### src/include/ldq_cfg.svh
// Sizes for the load queue; the pointer logic assumes LDQ_SIZE is a power of two and LDQ_CNT_W holds LDQ_SIZE
`ifndef LDQ_CFG_SVH
`define LDQ_CFG_SVH

// Queue depth and occupancy counter width
`define LDQ_SIZE        8
`define LDQ_CNT_W       4

// Loads accepted from dispatch per cycle
`define LDQ_DISP_NUM    2

// Load pipes and store pipes share one count
`define LDQ_PIPE_NUM    2

// Commit id with the top bit as the wrap bit
`define LDQ_CMT_W       5

// Physical address and miss unit slot index
`define LDQ_PADDR_W     32
`define LDQ_MISS_IDX_W  2

`endif
### src/ldq_pkg.sv
// Load queue types; byte masks assume naturally aligned accesses inside one 8-byte word
`default_nettype none

`include "ldq_cfg.svh"

package ldq_pkg;

  typedef logic [`LDQ_CMT_W-1:0]      cmt_id_t;
  typedef logic [`LDQ_PADDR_W-1:0]    paddr_t;
  typedef logic [`LDQ_MISS_IDX_W-1:0] miss_idx_t;
  // 0..3 for 1, 2, 4, 8 bytes
  typedef logic [1:0]                 ldq_size_t;

  typedef enum logic [2:0] {
    LDQ_IDLE,
    LDQ_WAIT_EXEC,
    LDQ_MISS_WAIT,
    LDQ_DATA_OK,
    LDQ_WAIT_RETIRE
  } ldq_state_e;

  // --------------------
  // Interface payloads
  // --------------------
  typedef struct packed {
    cmt_id_t cmt_id;
  } ldq_disp_t;

  typedef struct packed {
    logic      valid;
    cmt_id_t   cmt_id;
    paddr_t    paddr;
    ldq_size_t size;
    logic      miss;
    miss_idx_t miss_idx;
  } ldq_upd_t;

  typedef struct packed {
    logic      valid;
    miss_idx_t miss_idx;
  } ldq_resolve_t;

  typedef struct packed {
    logic    valid;
    cmt_id_t cmt_id;
    logic    flush;
  } ldq_commit_t;

  typedef struct packed {
    logic      valid;
    cmt_id_t   cmt_id;
    paddr_t    paddr;
    ldq_size_t size;
  } ldq_haz_req_t;

  typedef struct packed {
    logic    valid;
    cmt_id_t cmt_id;
  } ldq_haz_rsp_t;

  // What each entry exposes to the top and to the hazard scan
  typedef struct packed {
    logic       valid;
    logic       dead;
    ldq_state_e state;
    cmt_id_t    cmt_id;
    paddr_t     paddr;
    ldq_size_t  size;
    miss_idx_t  miss_idx;
  } ldq_entry_t;

  // --------------------
  // Helpers
  // --------------------
  function automatic logic [7:0] ldq_byte_mask(input logic [2:0] offset, input ldq_size_t size);
    logic [7:0] base;
    case (size)
      2'd0:    base = 8'h01;
      2'd1:    base = 8'h03;
      2'd2:    base = 8'h0f;
      default: base = 8'hff;
    endcase
    return base << offset;
  endfunction

  // a younger than b when (a - b) mod 2^W falls in 1 .. 2^(W-1)-1
  function automatic logic ldq_is_younger(input cmt_id_t a, input cmt_id_t b);
    cmt_id_t diff;
    diff = a - b;
    return (diff != '0) && !diff[`LDQ_CMT_W-1];
  endfunction

endpackage

`default_nettype wire

### src/ldq_top.sv
// Load queue top; dispatch valids must be packed from slot 0 and never exceed the free credits
`default_nettype none
`timescale 1ns/100ps

`include "ldq_cfg.svh"

module ldq_top (
  input  logic                      i_clk,
  input  logic                      i_reset_n,
  input  logic [`LDQ_DISP_NUM-1:0]  i_disp_valid,
  input  ldq_pkg::ldq_disp_t        i_disp     [`LDQ_DISP_NUM],
  input  ldq_pkg::ldq_upd_t         i_upd      [`LDQ_PIPE_NUM],
  input  ldq_pkg::ldq_resolve_t     i_resolve,
  input  ldq_pkg::ldq_commit_t      i_commit,
  input  ldq_pkg::ldq_haz_req_t     i_haz_req  [`LDQ_PIPE_NUM],
  output logic                      o_ret_valid,
  output ldq_pkg::ldq_haz_rsp_t     o_haz_rsp  [`LDQ_PIPE_NUM]
);

  import ldq_pkg::*;

  logic [`LDQ_SIZE-1:0]  w_in_ptr_oh;
  logic [`LDQ_SIZE-1:0]  w_out_ptr_oh;
  logic [`LDQ_SIZE-1:0]  w_finish;
  logic [`LDQ_CNT_W-1:0] w_disp_num;
  logic [`LDQ_CNT_W-1:0] w_used_cnt;
  logic [`LDQ_SIZE-1:0]  w_slot_ptr_oh [`LDQ_DISP_NUM];
  ldq_entry_t            w_entries     [`LDQ_SIZE];
  logic                  w_ldq_busy;
  logic                  r_ret_valid;

  assign w_disp_num = `LDQ_CNT_W'($countones(i_disp_valid));
  assign w_ldq_busy = |w_used_cnt;

  ldq_ptr u_ptr (
    .i_clk        (i_clk),
    .i_reset_n    (i_reset_n),
    .i_in_valid   (|i_disp_valid),
    .i_in_num     (w_disp_num),
    .i_out_valid  (|w_finish),
    .o_in_ptr_oh  (w_in_ptr_oh),
    .o_out_ptr_oh (w_out_ptr_oh),
    .o_used_cnt   (w_used_cnt)
  );

  // --------------------
  // Dispatch slotting
  // --------------------
  // Slot k lands k entries above the in pointer
  for (genvar k = 0; k < `LDQ_DISP_NUM; k++) begin : g_slot
    logic [2*`LDQ_SIZE-1:0] w_rot;

    assign w_rot            = {w_in_ptr_oh, w_in_ptr_oh} << k;
    assign w_slot_ptr_oh[k] = w_rot[2*`LDQ_SIZE-1:`LDQ_SIZE];
  end

  for (genvar l = 0; l < `LDQ_SIZE; l++) begin : g_entry
    logic [`LDQ_DISP_NUM-1:0] w_slot_hit;
    ldq_disp_t                w_disp_sel;
    ldq_upd_t                 w_upd_sel;

    always_comb begin
      w_disp_sel = '0;
      for (int k = 0; k < `LDQ_DISP_NUM; k++) begin
        w_slot_hit[k] = i_disp_valid[k] & w_slot_ptr_oh[k][l];
        if (w_slot_hit[k]) begin
          w_disp_sel = ldq_disp_t'(w_disp_sel | i_disp[k]);
        end
      end
    end

    // At most one pipe matches a live commit id
    always_comb begin
      w_upd_sel = '0;
      for (int p = 0; p < `LDQ_PIPE_NUM; p++) begin
        if (i_upd[p].valid && w_entries[l].valid && !w_entries[l].dead &&
            (i_upd[p].cmt_id == w_entries[l].cmt_id)) begin
          w_upd_sel = ldq_upd_t'(w_upd_sel | i_upd[p]);
        end
      end
    end

    ldq_entry u_entry (
      .i_clk         (i_clk),
      .i_reset_n     (i_reset_n),
      .i_disp_load   (|w_slot_hit),
      .i_disp        (w_disp_sel),
      .i_upd         (w_upd_sel),
      .i_resolve     (i_resolve),
      .i_commit      (i_commit),
      .i_out_ptr_hit (w_out_ptr_oh[l]),
      .o_entry       (w_entries[l]),
      .o_finish      (w_finish[l])
    );
  end

  // --------------------
  // Store hazard checks
  // --------------------
  for (genvar p = 0; p < `LDQ_PIPE_NUM; p++) begin : g_haz
    ldq_haz_req_t w_req;

    // Nothing to scan in an empty queue
    always_comb begin
      w_req       = i_haz_req[p];
      w_req.valid = i_haz_req[p].valid & w_ldq_busy;
    end

    ldq_haz_check u_haz_check (
      .i_clk        (i_clk),
      .i_reset_n    (i_reset_n),
      .i_req        (w_req),
      .i_entries    (w_entries),
      .i_out_ptr_oh (w_out_ptr_oh),
      .o_rsp        (o_haz_rsp[p])
    );
  end

  // Retire pulse returns one credit to dispatch
  always_ff @(posedge i_clk or negedge i_reset_n) begin
    if (!i_reset_n) begin
      r_ret_valid <= 1'b0;
    end else begin
      r_ret_valid <= |w_finish;
    end
  end

  assign o_ret_valid = r_ret_valid;

endmodule

`default_nettype wire

### src/ldq_haz_check.sv
// Store-to-load hazard scan for one store pipe; response lands one cycle after the probe
`default_nettype none
`timescale 1ns/100ps

`include "ldq_cfg.svh"

module ldq_haz_check (
  input  logic                  i_clk,
  input  logic                  i_reset_n,
  input  ldq_pkg::ldq_haz_req_t i_req,
  input  ldq_pkg::ldq_entry_t   i_entries [`LDQ_SIZE],
  input  logic [`LDQ_SIZE-1:0]  i_out_ptr_oh,
  output ldq_pkg::ldq_haz_rsp_t o_rsp
);

  import ldq_pkg::*;

  logic [7:0]           w_st_mask;
  logic [`LDQ_SIZE-1:0] w_haz_vld;
  logic [`LDQ_SIZE-1:0] w_from_ptr;
  logic [`LDQ_SIZE-1:0] w_scan;
  logic [`LDQ_SIZE-1:0] w_sel_oh;
  cmt_id_t              w_sel_cmt_id;

  logic                 r_rsp_valid;
  cmt_id_t              r_rsp_cmt_id;

  assign w_st_mask = ldq_byte_mask(i_req.paddr[2:0], i_req.size);

  // --------------------
  // Per-entry match
  // --------------------
  for (genvar e = 0; e < `LDQ_SIZE; e++) begin : g_match
    logic w_has_data;
    logic w_same_word;
    logic w_overlap;

    assign w_has_data  = (i_entries[e].state == LDQ_DATA_OK) |
                         (i_entries[e].state == LDQ_WAIT_RETIRE);
    assign w_same_word = i_entries[e].paddr[`LDQ_PADDR_W-1:3] == i_req.paddr[`LDQ_PADDR_W-1:3];
    assign w_overlap   = |(ldq_byte_mask(i_entries[e].paddr[2:0], i_entries[e].size) & w_st_mask);

    assign w_haz_vld[e] = i_req.valid & i_entries[e].valid & ~i_entries[e].dead &
                          w_has_data & ldq_is_younger(i_entries[e].cmt_id, i_req.cmt_id) &
                          w_same_word & w_overlap;
  end

  // Oldest first from the out pointer upward, then wrap to the bottom
  assign w_from_ptr = w_haz_vld & ~(i_out_ptr_oh - 1'b1);
  assign w_scan     = (|w_from_ptr) ? w_from_ptr : w_haz_vld;
  assign w_sel_oh   = w_scan & (~w_scan + 1'b1);

  always_comb begin
    w_sel_cmt_id = '0;
    for (int e = 0; e < `LDQ_SIZE; e++) begin
      if (w_sel_oh[e]) begin
        w_sel_cmt_id = w_sel_cmt_id | i_entries[e].cmt_id;
      end
    end
  end

  always_ff @(posedge i_clk or negedge i_reset_n) begin
    if (!i_reset_n) begin
      r_rsp_valid <= 1'b0;
    end else begin
      r_rsp_valid <= |w_haz_vld;
    end
  end

  always_ff @(posedge i_clk) begin
    r_rsp_cmt_id <= w_sel_cmt_id;
  end

  assign o_rsp.valid  = r_rsp_valid;
  assign o_rsp.cmt_id = r_rsp_cmt_id;

endmodule

`default_nettype wire

### src/ldq_entry.sv
// One load queue entry; an update is taken only in LDQ_WAIT_EXEC, and a flush wins over any update that cycle
`default_nettype none
`timescale 1ns/100ps

`include "ldq_cfg.svh"

module ldq_entry (
  input  logic                  i_clk,
  input  logic                  i_reset_n,
  input  logic                  i_disp_load,
  input  ldq_pkg::ldq_disp_t    i_disp,
  input  ldq_pkg::ldq_upd_t     i_upd,
  input  ldq_pkg::ldq_resolve_t i_resolve,
  input  ldq_pkg::ldq_commit_t  i_commit,
  input  logic                  i_out_ptr_hit,
  output ldq_pkg::ldq_entry_t   o_entry,
  output logic                  o_finish
);

  import ldq_pkg::*;

  // Control state
  logic       r_valid;
  logic       r_dead;
  logic       r_committed;
  ldq_state_e r_state;

  // Load payload
  cmt_id_t    r_cmt_id;
  paddr_t     r_paddr;
  ldq_size_t  r_size;
  miss_idx_t  r_miss_idx;

  logic       w_flush;
  logic       w_cmt_hit;
  logic       w_upd_take;
  logic       w_resolve_hit;

  assign w_flush = i_commit.valid & i_commit.flush;

  // Committed id at or past ours means this load is architecturally done
  assign w_cmt_hit = i_commit.valid & ~i_commit.flush &
                     ~ldq_is_younger(r_cmt_id, i_commit.cmt_id);

  assign w_upd_take    = i_upd.valid & r_valid & ~r_dead & (r_state == LDQ_WAIT_EXEC);
  assign w_resolve_hit = i_resolve.valid & (i_resolve.miss_idx == r_miss_idx);

  assign o_finish = r_valid & (r_state == LDQ_WAIT_RETIRE) & i_out_ptr_hit;

  // --------------------
  // State machine
  // --------------------
  always_ff @(posedge i_clk or negedge i_reset_n) begin
    if (!i_reset_n) begin
      r_valid     <= 1'b0;
      r_dead      <= 1'b0;
      r_committed <= 1'b0;
      r_state     <= LDQ_IDLE;
    end else if (i_disp_load) begin
      r_valid     <= 1'b1;
      r_dead      <= 1'b0;
      r_committed <= 1'b0;
      r_state     <= LDQ_WAIT_EXEC;
    end else if (o_finish) begin
      r_valid     <= 1'b0;
      r_dead      <= 1'b0;
      r_committed <= 1'b0;
      r_state     <= LDQ_IDLE;
    end else if (r_valid & w_flush) begin
      // Whatever stage it was in, it just drains
      r_dead  <= 1'b1;
      r_state <= LDQ_WAIT_RETIRE;
    end else if (r_valid & ~r_dead) begin
      // Commit may arrive while still missing, so remember it
      if (w_cmt_hit) begin
        r_committed <= 1'b1;
      end
      case (r_state)
        LDQ_WAIT_EXEC: begin
          if (w_upd_take) begin
            r_state <= i_upd.miss ? LDQ_MISS_WAIT : LDQ_DATA_OK;
          end
        end
        LDQ_MISS_WAIT: begin
          // Back to waiting for the load pipe to replay
          if (w_resolve_hit) begin
            r_state <= LDQ_WAIT_EXEC;
          end
        end
        LDQ_DATA_OK: begin
          if (r_committed | w_cmt_hit) begin
            r_state <= LDQ_WAIT_RETIRE;
          end
        end
        default: begin
        end
      endcase
    end
  end

  // Payload capture
  always_ff @(posedge i_clk) begin
    if (i_disp_load) begin
      r_cmt_id <= i_disp.cmt_id;
    end
    if (w_upd_take) begin
      r_paddr    <= i_upd.paddr;
      r_size     <= i_upd.size;
      r_miss_idx <= i_upd.miss_idx;
    end
  end

  always_comb begin
    o_entry.valid    = r_valid;
    o_entry.dead     = r_dead;
    o_entry.state    = r_state;
    o_entry.cmt_id   = r_cmt_id;
    o_entry.paddr    = r_paddr;
    o_entry.size     = r_size;
    o_entry.miss_idx = r_miss_idx;
  end

endmodule

`default_nettype wire

### src/ldq_ptr.sv
// In and out pointers for the load queue; caller keeps i_in_num within the free entries
`default_nettype none
`timescale 1ns/100ps

`include "ldq_cfg.svh"

module ldq_ptr (
  input  logic                  i_clk,
  input  logic                  i_reset_n,
  input  logic                  i_in_valid,
  input  logic [`LDQ_CNT_W-1:0] i_in_num,
  input  logic                  i_out_valid,
  output logic [`LDQ_SIZE-1:0]  o_in_ptr_oh,
  output logic [`LDQ_SIZE-1:0]  o_out_ptr_oh,
  output logic [`LDQ_CNT_W-1:0] o_used_cnt
);

  logic [`LDQ_SIZE-1:0]   r_in_ptr_oh;
  logic [`LDQ_SIZE-1:0]   r_out_ptr_oh;
  logic [`LDQ_CNT_W-1:0]  r_used_cnt;

  logic [2*`LDQ_SIZE-1:0] w_in_rot;
  logic [`LDQ_SIZE-1:0]   w_in_ptr_next;
  logic [`LDQ_SIZE-1:0]   w_out_ptr_next;
  logic [`LDQ_CNT_W-1:0]  w_add;
  logic [`LDQ_CNT_W-1:0]  w_sub;

  // Rotate left by i_in_num through a doubled copy
  assign w_in_rot      = {r_in_ptr_oh, r_in_ptr_oh} << i_in_num;
  assign w_in_ptr_next = w_in_rot[2*`LDQ_SIZE-1:`LDQ_SIZE];

  // Out pointer only ever moves by one
  assign w_out_ptr_next = {r_out_ptr_oh[`LDQ_SIZE-2:0], r_out_ptr_oh[`LDQ_SIZE-1]};

  assign w_add = i_in_valid  ? i_in_num : '0;
  assign w_sub = i_out_valid ? `LDQ_CNT_W'(1) : '0;

  always_ff @(posedge i_clk or negedge i_reset_n) begin
    if (!i_reset_n) begin
      r_in_ptr_oh  <= `LDQ_SIZE'(1);
      r_out_ptr_oh <= `LDQ_SIZE'(1);
      r_used_cnt   <= '0;
    end else begin
      if (i_in_valid) begin
        r_in_ptr_oh <= w_in_ptr_next;
      end
      if (i_out_valid) begin
        r_out_ptr_oh <= w_out_ptr_next;
      end
      r_used_cnt <= r_used_cnt + w_add - w_sub;
    end
  end

  assign o_in_ptr_oh  = r_in_ptr_oh;
  assign o_out_ptr_oh = r_out_ptr_oh;
  assign o_used_cnt   = r_used_cnt;

endmodule

`default_nettype wire

### config.mk
export PLATFORM = sky130hd
export DESIGN_NAME = ldq_top
export DESIGN_NICKNAME = d
export VERILOG_FILES = /design/src/ldq_pkg.sv /design/src/ldq_top.sv /design/src/ldq_haz_check.sv /design/src/ldq_entry.sv /design/src/ldq_ptr.sv
export VERILOG_INCLUDE_DIRS = /design/src /design/src/include
export SDC_FILE = /design/constraint.sdc
export NUM_CORES = 1
export LEC_CHECK = 0
export ABC_AREA = 0
export BUFFER_PORTS_ARGS = -buffer_cell sky130_fd_sc_hd__buf_2
export CAP_MARGIN = 20
export CORE_UTILIZATION = 50
export DETAILED_ROUTE_END_ITERATION = 12
export GPL_TIMING_DRIVEN = 0
export PLACE_DENSITY = 0.68
export SLEW_MARGIN = 15
export SYNTH_ARGS = -nofsm -noshare
export SYNTH_HDL_FRONTEND = slang
export SYNTH_SLANG_ARGS = --single-unit
### constraint.sdc
create_clock -name i_clk -period 6.1 [get_ports i_clk]
set_input_delay 0.61 -clock i_clk [delete_from_list [all_inputs] [get_ports i_clk]]
set_output_delay 0.61 -clock i_clk [all_outputs]
set_load 0.02 [all_outputs]
==> results of run 1 <==
## report_power, final
group / switching, W / internal [W]
sequential: 0.0000469 / 0.00303
clock: 0.00132 / 0.00165
combinational: 0.000693 / 0.000341
## kinds of logic (layout without fill, tap and decap cells)
group / after synthesis / count (layout)
AOI/OAI and AO/OA: 798 / 798
xor gates and xnor gates: 637 / 637
adders and majority gates: 106 / 106
buffers and inverters: 386 / 562
DFF: 409 / 409
muxes: 39 / 39
other: 0 / 2
and+or+nand+nor: 744 / 744
## worst register-to-register path, delay by kind of cell (launching register included)
family          cells  cell delay, ns
compound gates      4            1.72
buf+inv             1            0.18
xor+xnor            1            0.32
simple gates        6            2.33
flops               1            0.46
## path summary, 6_finish.rpt
kind	start	end	slack (ns)	depth (start not counted)
setup / recovery	g_entry[4].u_entry.r_paddr[31]	g_haz[0].u_haz_check.r_rsp_cmt_id[0]	1.01	12
hold / removal	i_disp[6]	g_entry[0].u_entry.r_cmt_id[1]	0.32	2
setup reg to reg	g_entry[4].u_entry.r_paddr[31]	g_haz[0].u_haz_check.r_rsp_cmt_id[0]	1.01	12
hold reg to reg	g_entry[4].u_entry.r_committed	g_entry[4].u_entry.r_committed	0.50	2
max in group asynchronous	i_reset_n	g_entry[1].u_entry.r_valid	4.98	3
min in group asynchronous	i_reset_n	u_ptr.o_in_ptr_oh[6]	0.46	2
## sequential cells by signal, indices dropped and copies added (netlist names), 4 cells and up
signal,cells
u_ptr.o_in_ptr_oh,8
g_entry.u_entry.r_state,24
g_entry.u_entry.r_dead,8
g_haz.u_haz_check.r_rsp_cmt_id,10
g_entry.u_entry.r_cmt_id,40
g_entry.u_entry.r_valid,8
u_ptr.o_used_cnt,4
g_entry.u_entry.r_committed,8
u_ptr.o_out_ptr_oh,8
g_entry.u_entry.r_size,16
g_entry.u_entry.r_miss_idx,16
g_entry.u_entry.r_paddr,256
## layer usage
| metal | share of wire [%] | GRT usage [%] |
|---|---|---|
| met2 | 45 | 69.8 |
| met4 | 8.5 | 31.6 |
| met3 | 10 | 8.46 |
| met5 | 0.0091 | 0 |
| met1 | 36 | 53.1 |
## final cells by class
cell class              count  area [sq um]  area share, %
multi-input cells        2324         17900           51.7
flip-flops and latches    409         11800           34.3
clock buffers              55          1240           3.59
plain buffers             310          1240           3.58
well taps                 837          1050           3.04
repair buffers             88           669           1.94
clock inverters            33           343          0.994
inverters                  76           285          0.827
diodes                      2          5.00         0.0145
## per-stage QoR
step	instances	power, W	TNS (ns)	hold slack (ns)
finish	4134	0.00707	0	0.323
global route	4132	0.00722	0	0.318
CTS	4132	0.00704	0	0.299
detailed placement	4043	0.00412	0	0.491
global placement	4000	0.00408	-738.66	0.479
floorplan	3119	0.00375	0	0.314
## synth_stat cells (76+ instances only)
library cell and n:
a22o_1 340, ha_1 105, nand4_1 109, clkbuf_1 179
nor2_1 129, a21oi_1 103, buf_1 91, nand2_1 123
edfxtp_1 328, inv_1 76, xnor2_1 433, xor2_1 204
## what timing repair did
action,in CTS,in global routing
endpoints found under the hold margin,15,0
buffers inserted,0,0
gates resized for setup,0,0
hold buffers,1,0
==> impl_metrics.env, run 1 <==
export IMPL_outcome="finished, final reports clean"
export IMPL_leakage_nw=12.8
export IMPL_port_buffers=44
export IMPL_post_drt_wl_per_cell_um=34.5
export IMPL_clock_latency_ns=0.63
export IMPL_dr_first_iter_drc_count=3670
export IMPL_grt_max_degree=55
export IMPL_syn_num_nets=3415
export IMPL_drc=0
export IMPL_cts_buffers=48
export IMPL_routabilityCongestion=1.07
export IMPL_grt_pass1_wl_um=194000
export IMPL_cts_clk_slew_worst_paths_ns=0.06
export IMPL_dp_slack_ns=0.726
export IMPL_dp_hpwl_um=109000
export IMPL_crit_path_max_incr_delay_ns=1.06
export IMPL_startpoint_type="flip-flop"
export IMPL_final_cell_mix="xnor2_1, a22o_1, edfxtp_1"
export IMPL_layout_commonest_cell="xnor2_1"
export IMPL_final_area_sq_mm=0.0345
export IMPL_drv_slew=0
export IMPL_yosys_warnings=0
export IMPL_ant_nets=0
export IMPL_cp_cell_sequence="xor2_1 -> nor4_1 -> and4_1 -> nand4_1 -> a211oi_1 -> and2_1 -> and4b_4 -> o21ai_1 -> and4b_1 -> buf_2 -> o211ai_1 -> o221ai_1"
export IMPL_power_density_mw_per_mm2=205
export IMPL_dpl_instance_area_sq_mm=0.0329
export IMPL_avgViaCountPerCell=6.82
export IMPL_die_w_um=251
export IMPL_synth_xor_area_share_pct=17.9
export IMPL_cap_violations=0
export IMPL_cts_tree="done"
export IMPL_drt_total_wl_um=143000
export IMPL_synth_compound_area_share_pct=20.1
export IMPL_ys_types=97
export IMPL_nFillCells=5430
export IMPL_overflow=0
export IMPL_die_area_sq_mm=0.0632
export IMPL_setup_viol=0
export IMPL_synthArstFlopShare_pct=17.4
export IMPL_critPathBufInv=1
export IMPL_min_period_ns=5.09
export IMPL_path_class="reg -> reg"
export IMPL_antenna_found_initial=4
export IMPL_worst_ep_arrival_time_ns=5.61
export IMPL_synth_edf_count=328
export IMPL_synth_area_per_cell_sq_um=9.97
export IMPL_io_pins=203
export IMPL_synth_main_ff_cell="edfxtp_1"
export IMPL_synthToLayoutAreaGrowth_pct=11.0
export IMPL_htreeDepth=2
export IMPL_cts_root_buffer="clkbuf_16"
export IMPL_timing_final_crit_share_pct=83.5
export IMPL_fmax_mhz=196
export IMPL_drive_above_1_share_pct=8.56
export IMPL_skew_ns=0.0517
export IMPL_yosys_area_top_type_share_pct=31.7
export IMPL_ys_ff_latch=409
export IMPL_cts_buffer_depth=3
export IMPL_firstDrtPassIters=9
export IMPL_synth_top_family_by_area="compound AO/OA/AOI/OAI gates"
export IMPL_synthAdderAreaFrac_pct=4.29
export IMPL_required_ns=6.62
export IMPL_layout_setup_ws_ns=1.01
export IMPL_grt_pass1_vias=26400
export IMPL_grt_usage_pct=43.8
export IMPL_peakVddDrop_v=0.000216
export IMPL_hp_class="in -> reg"
export IMPL_die_h_um=251
export IMPL_synthSimpleGateAreaFrac_pct=13.1
export IMPL_crit_family="simple AND/OR/NAND/NOR gates"
export IMPL_rsz0062_at_grt="no"
export IMPL_critPathSlowestCell="nor4_1"
export IMPL_synthMuxAreaShare_pct=1.66
export IMPL_end_kind="flip-flop"
export IMPL_worstMarginPinSlew_ns=1.23
export IMPL_synth_cells=3119
export IMPL_rows=91
export IMPL_yosysSeqAreaShare_pct=38.0
export IMPL_synthTopCellsByArea="edfxtp_1, xnor2_1, a22o_1"
export IMPL_via_count=28200
export IMPL_path_max_fanout=7
export IMPL_synth_area_sq_mm=0.0311
export IMPL_maxSlewHeadroom_pct=17.2
export IMPL_start_util_pct=50.5
export IMPL_cts_sinks=409
export IMPL_nets=3553
export IMPL_core_sq_mm=0.0616
export IMPL_synth_largest_area_cell="edfxtp_1"
export IMPL_utilization_pct=56.0
export IMPL_hold_violations=0
Power figures use the tool's default switching activity.
==> run 2: changes to the inputs <==
PLACE_DENSITY = 0.7   (was 0.68)
clock period = 4.2 ns   (was 6.1 ns; I/O delays follow)
==> impl_metrics.env, run 2 (synthesis results as in run 1) <==
export IMPL_drc=0
export IMPL_grt_pass1_vias=26700
export IMPL_whs_path_depth=2
export IMPL_clock_latency_ns=0.63
export IMPL_drt_total_wl_um=143000
export IMPL_avgViaCountPerCell=6.80
export IMPL_drive_above_1_share_pct=11.9
export IMPL_path_max_fanout=8
export IMPL_crit_family="compound AO/OA/AOI/OAI gates"
export IMPL_fmax_mhz=232
export IMPL_skew_ns=0.0579
export IMPL_min_period_ns=4.30
export IMPL_layout_setup_ws_ns=-0.102
export IMPL_htreeDepth=2
export IMPL_nets=3602
export IMPL_power_density_mw_per_mm2=290
export IMPL_required_ns=4.69
export IMPL_ant_nets=0
export IMPL_overflow=0
export IMPL_timing_final_crit_share_pct=102
export IMPL_instances_no_fill=4181
export IMPL_cts_sinks=409
export IMPL_core_sq_mm=0.0616
export IMPL_top_register="g_entry.u_entry.r_paddr"
export IMPL_maxSlewHeadroom_pct=16.3
export IMPL_firstDrtPassIters=6
export IMPL_io_pins=203
export IMPL_port_buffers=44
export IMPL_path_class="reg -> reg"
export IMPL_final_cell_mix="xnor2_1, a22o_1, edfxtp_1"
export IMPL_setup_viol=8
export IMPL_die_h_um=251
export IMPL_worst_r2r_setup_slack_ns=-0.10
export IMPL_end_kind="flip-flop"
export IMPL_cts_root_buffer="clkbuf_16"
export IMPL_dr_first_iter_drc_count=3637
export IMPL_rows=91
export IMPL_hp_class="in -> reg"
export IMPL_antenna_found_initial=4
export IMPL_cts_clk_slew_worst_paths_ns=0.06
export IMPL_dpl_instance_area_sq_mm=0.0329
export IMPL_largest_reg_flops=256
export IMPL_routabilityCongestion=1.08
export IMPL_die_w_um=251
export IMPL_via_count=28400
export IMPL_start_util_pct=50.5
export IMPL_leakage_nw=13.1
export IMPL_layout_commonest_cell="xnor2_1"
export IMPL_dp_cells=4031
export IMPL_critPathBufInv=2
export IMPL_crit_path_frequent_cell="nand4_1"
export IMPL_worst_ep_arrival_time_ns=4.79
export IMPL_grt_pass1_wl_um=196000
export IMPL_peakVddDrop_v=0.000315
export IMPL_die_area_sq_mm=0.0632
export IMPL_critPathSlowestCell="nor4_2"
export IMPL_hold_violations=0
export IMPL_worstReg2RegStart="g_entry[1].u_entry.r_paddr[8]"
export IMPL_cts_buffer_depth=3
export IMPL_cts_tree="done"
export IMPL_cp_cell_sequence="xnor2_1 -> nand4_1 -> nor4_2 -> o2111ai_1 -> a211o_1 -> o2bb2a_1 -> nand4_1 -> buf_6 -> a21boi_4 -> clkbuf_8 -> a21oi_1 -> a22oi_1 -> a2111o_1"
export IMPL_synthToLayoutAreaGrowth_pct=14.3
export IMPL_rsz0062_at_grt="no"
export IMPL_post_drt_wl_per_cell_um=34.3
export IMPL_holdPathEnd="g_entry[0].u_entry.r_cmt_id[3]"
export IMPL_nFillCells=5321
export IMPL_crit_path_max_incr_delay_ns=0.69
export IMPL_startpoint_type="flip-flop"
export IMPL_dp_hpwl_um=109000
export IMPL_finalSetupTns_ns=-0.434
export IMPL_violations="negative setup slack"
export IMPL_outcome="complete, but fails checks"
export IMPL_rr_endpoint="g_haz[1].u_haz_check.r_rsp_cmt_id[0]"
export IMPL_cts_buffers=47
export IMPL_final_area_sq_mm=0.0356
export IMPL_min_delay_start="i_disp[8]"
export IMPL_cap_violations=0
export IMPL_reg_largest_list="g_entry.u_entry.r_paddr: 256 flops, g_entry.u_entry.r_cmt_id: 40 flops, g_entry.u_entry.r_state: 24 flops"
export IMPL_drv_slew=0
export IMPL_grt_max_degree=53
export IMPL_worstMarginPinSlew_ns=1.26
export IMPL_grt_usage_pct=44.2
export IMPL_r2r_cells=13
export IMPL_p_total_w=0.0103
## run 2: how the worst max path moves through the flow
stage	startpoint	endpoint	cells past startpoint
floorplan	i_upd[80]	g_entry[5].u_entry.r_miss_idx[0]	7
global placement	i_upd[39]	g_entry[7].u_entry.r_paddr[8]	7
detailed placement	i_haz_req[65]	g_haz[0].u_haz_check.r_rsp_cmt_id[1]	13
CTS	g_entry[2].u_entry.r_paddr[23]	g_haz[1].u_haz_check.r_rsp_cmt_id[2]	12
global route	g_entry[1].u_entry.r_paddr[8]	g_haz[1].u_haz_check.r_rsp_cmt_id[0]	13
finish	g_entry[1].u_entry.r_paddr[8]	g_haz[1].u_haz_check.r_rsp_cmt_id[0]	13
## run 2: report_power, final
group          internal (W)  leakage [nW]  switching, W
sequential          0.00440          4.43     0.0000685
clock               0.00241         0.762       0.00189
combinational      0.000508          7.95       0.00103
## run 2: metrics by stage
stage	setup WS (ns)	utilization (%)	hold WS, ns
after floorplan	0.154	-	0.124
after CTS	-0.0457	56.7	0.0940
after global placement	-2.99	52.6	0.478
after detailed placement	-1.37	53.3	0.360
after global routing	0.00123	57.7	0.120
final	-0.102	57.7	0.117
## run 2: metal layers
metal / routed length [um] / track usage [%] / vias to the layer above / part of all wire, %
met5: 0 / 0 / - / 0
met4: 13800 / 34.4 / 0 / 9.6
met3: 14000 / 9.32 / 467 / 9.7
met2: 64000 / 70.0 / 1942 / 45
met1: 51700 / 52.6 / 14000 / 36
li1: - / - / 12000 / -
## run 2: timing repair
action                                  4_1_cts  5_1_grt
pin swaps                                    19       16
hold buffers                                  1        0
endpoints found under the setup margin       10       10
cloned                                        1        0
gates resized for setup                      74       53
endpoints found under the hold margin        18        0
setup buffers                                12       51
## run 2: final cells by class
class | count | area (sq um) | share of cell area [%]
multi-input combinational | 2324 | 18400 | 51.8
sequential | 409 | 11800 | 33.3
buffer | 307 | 1240 | 3.50
clock buffer | 52 | 1220 | 3.42
timing repair buffer | 141 | 1150 | 3.22
tap | 837 | 1050 | 2.95
clock inverter | 34 | 349 | 0.982
inverter | 76 | 295 | 0.831
antenna | 1 | 2.50 | 0.00704
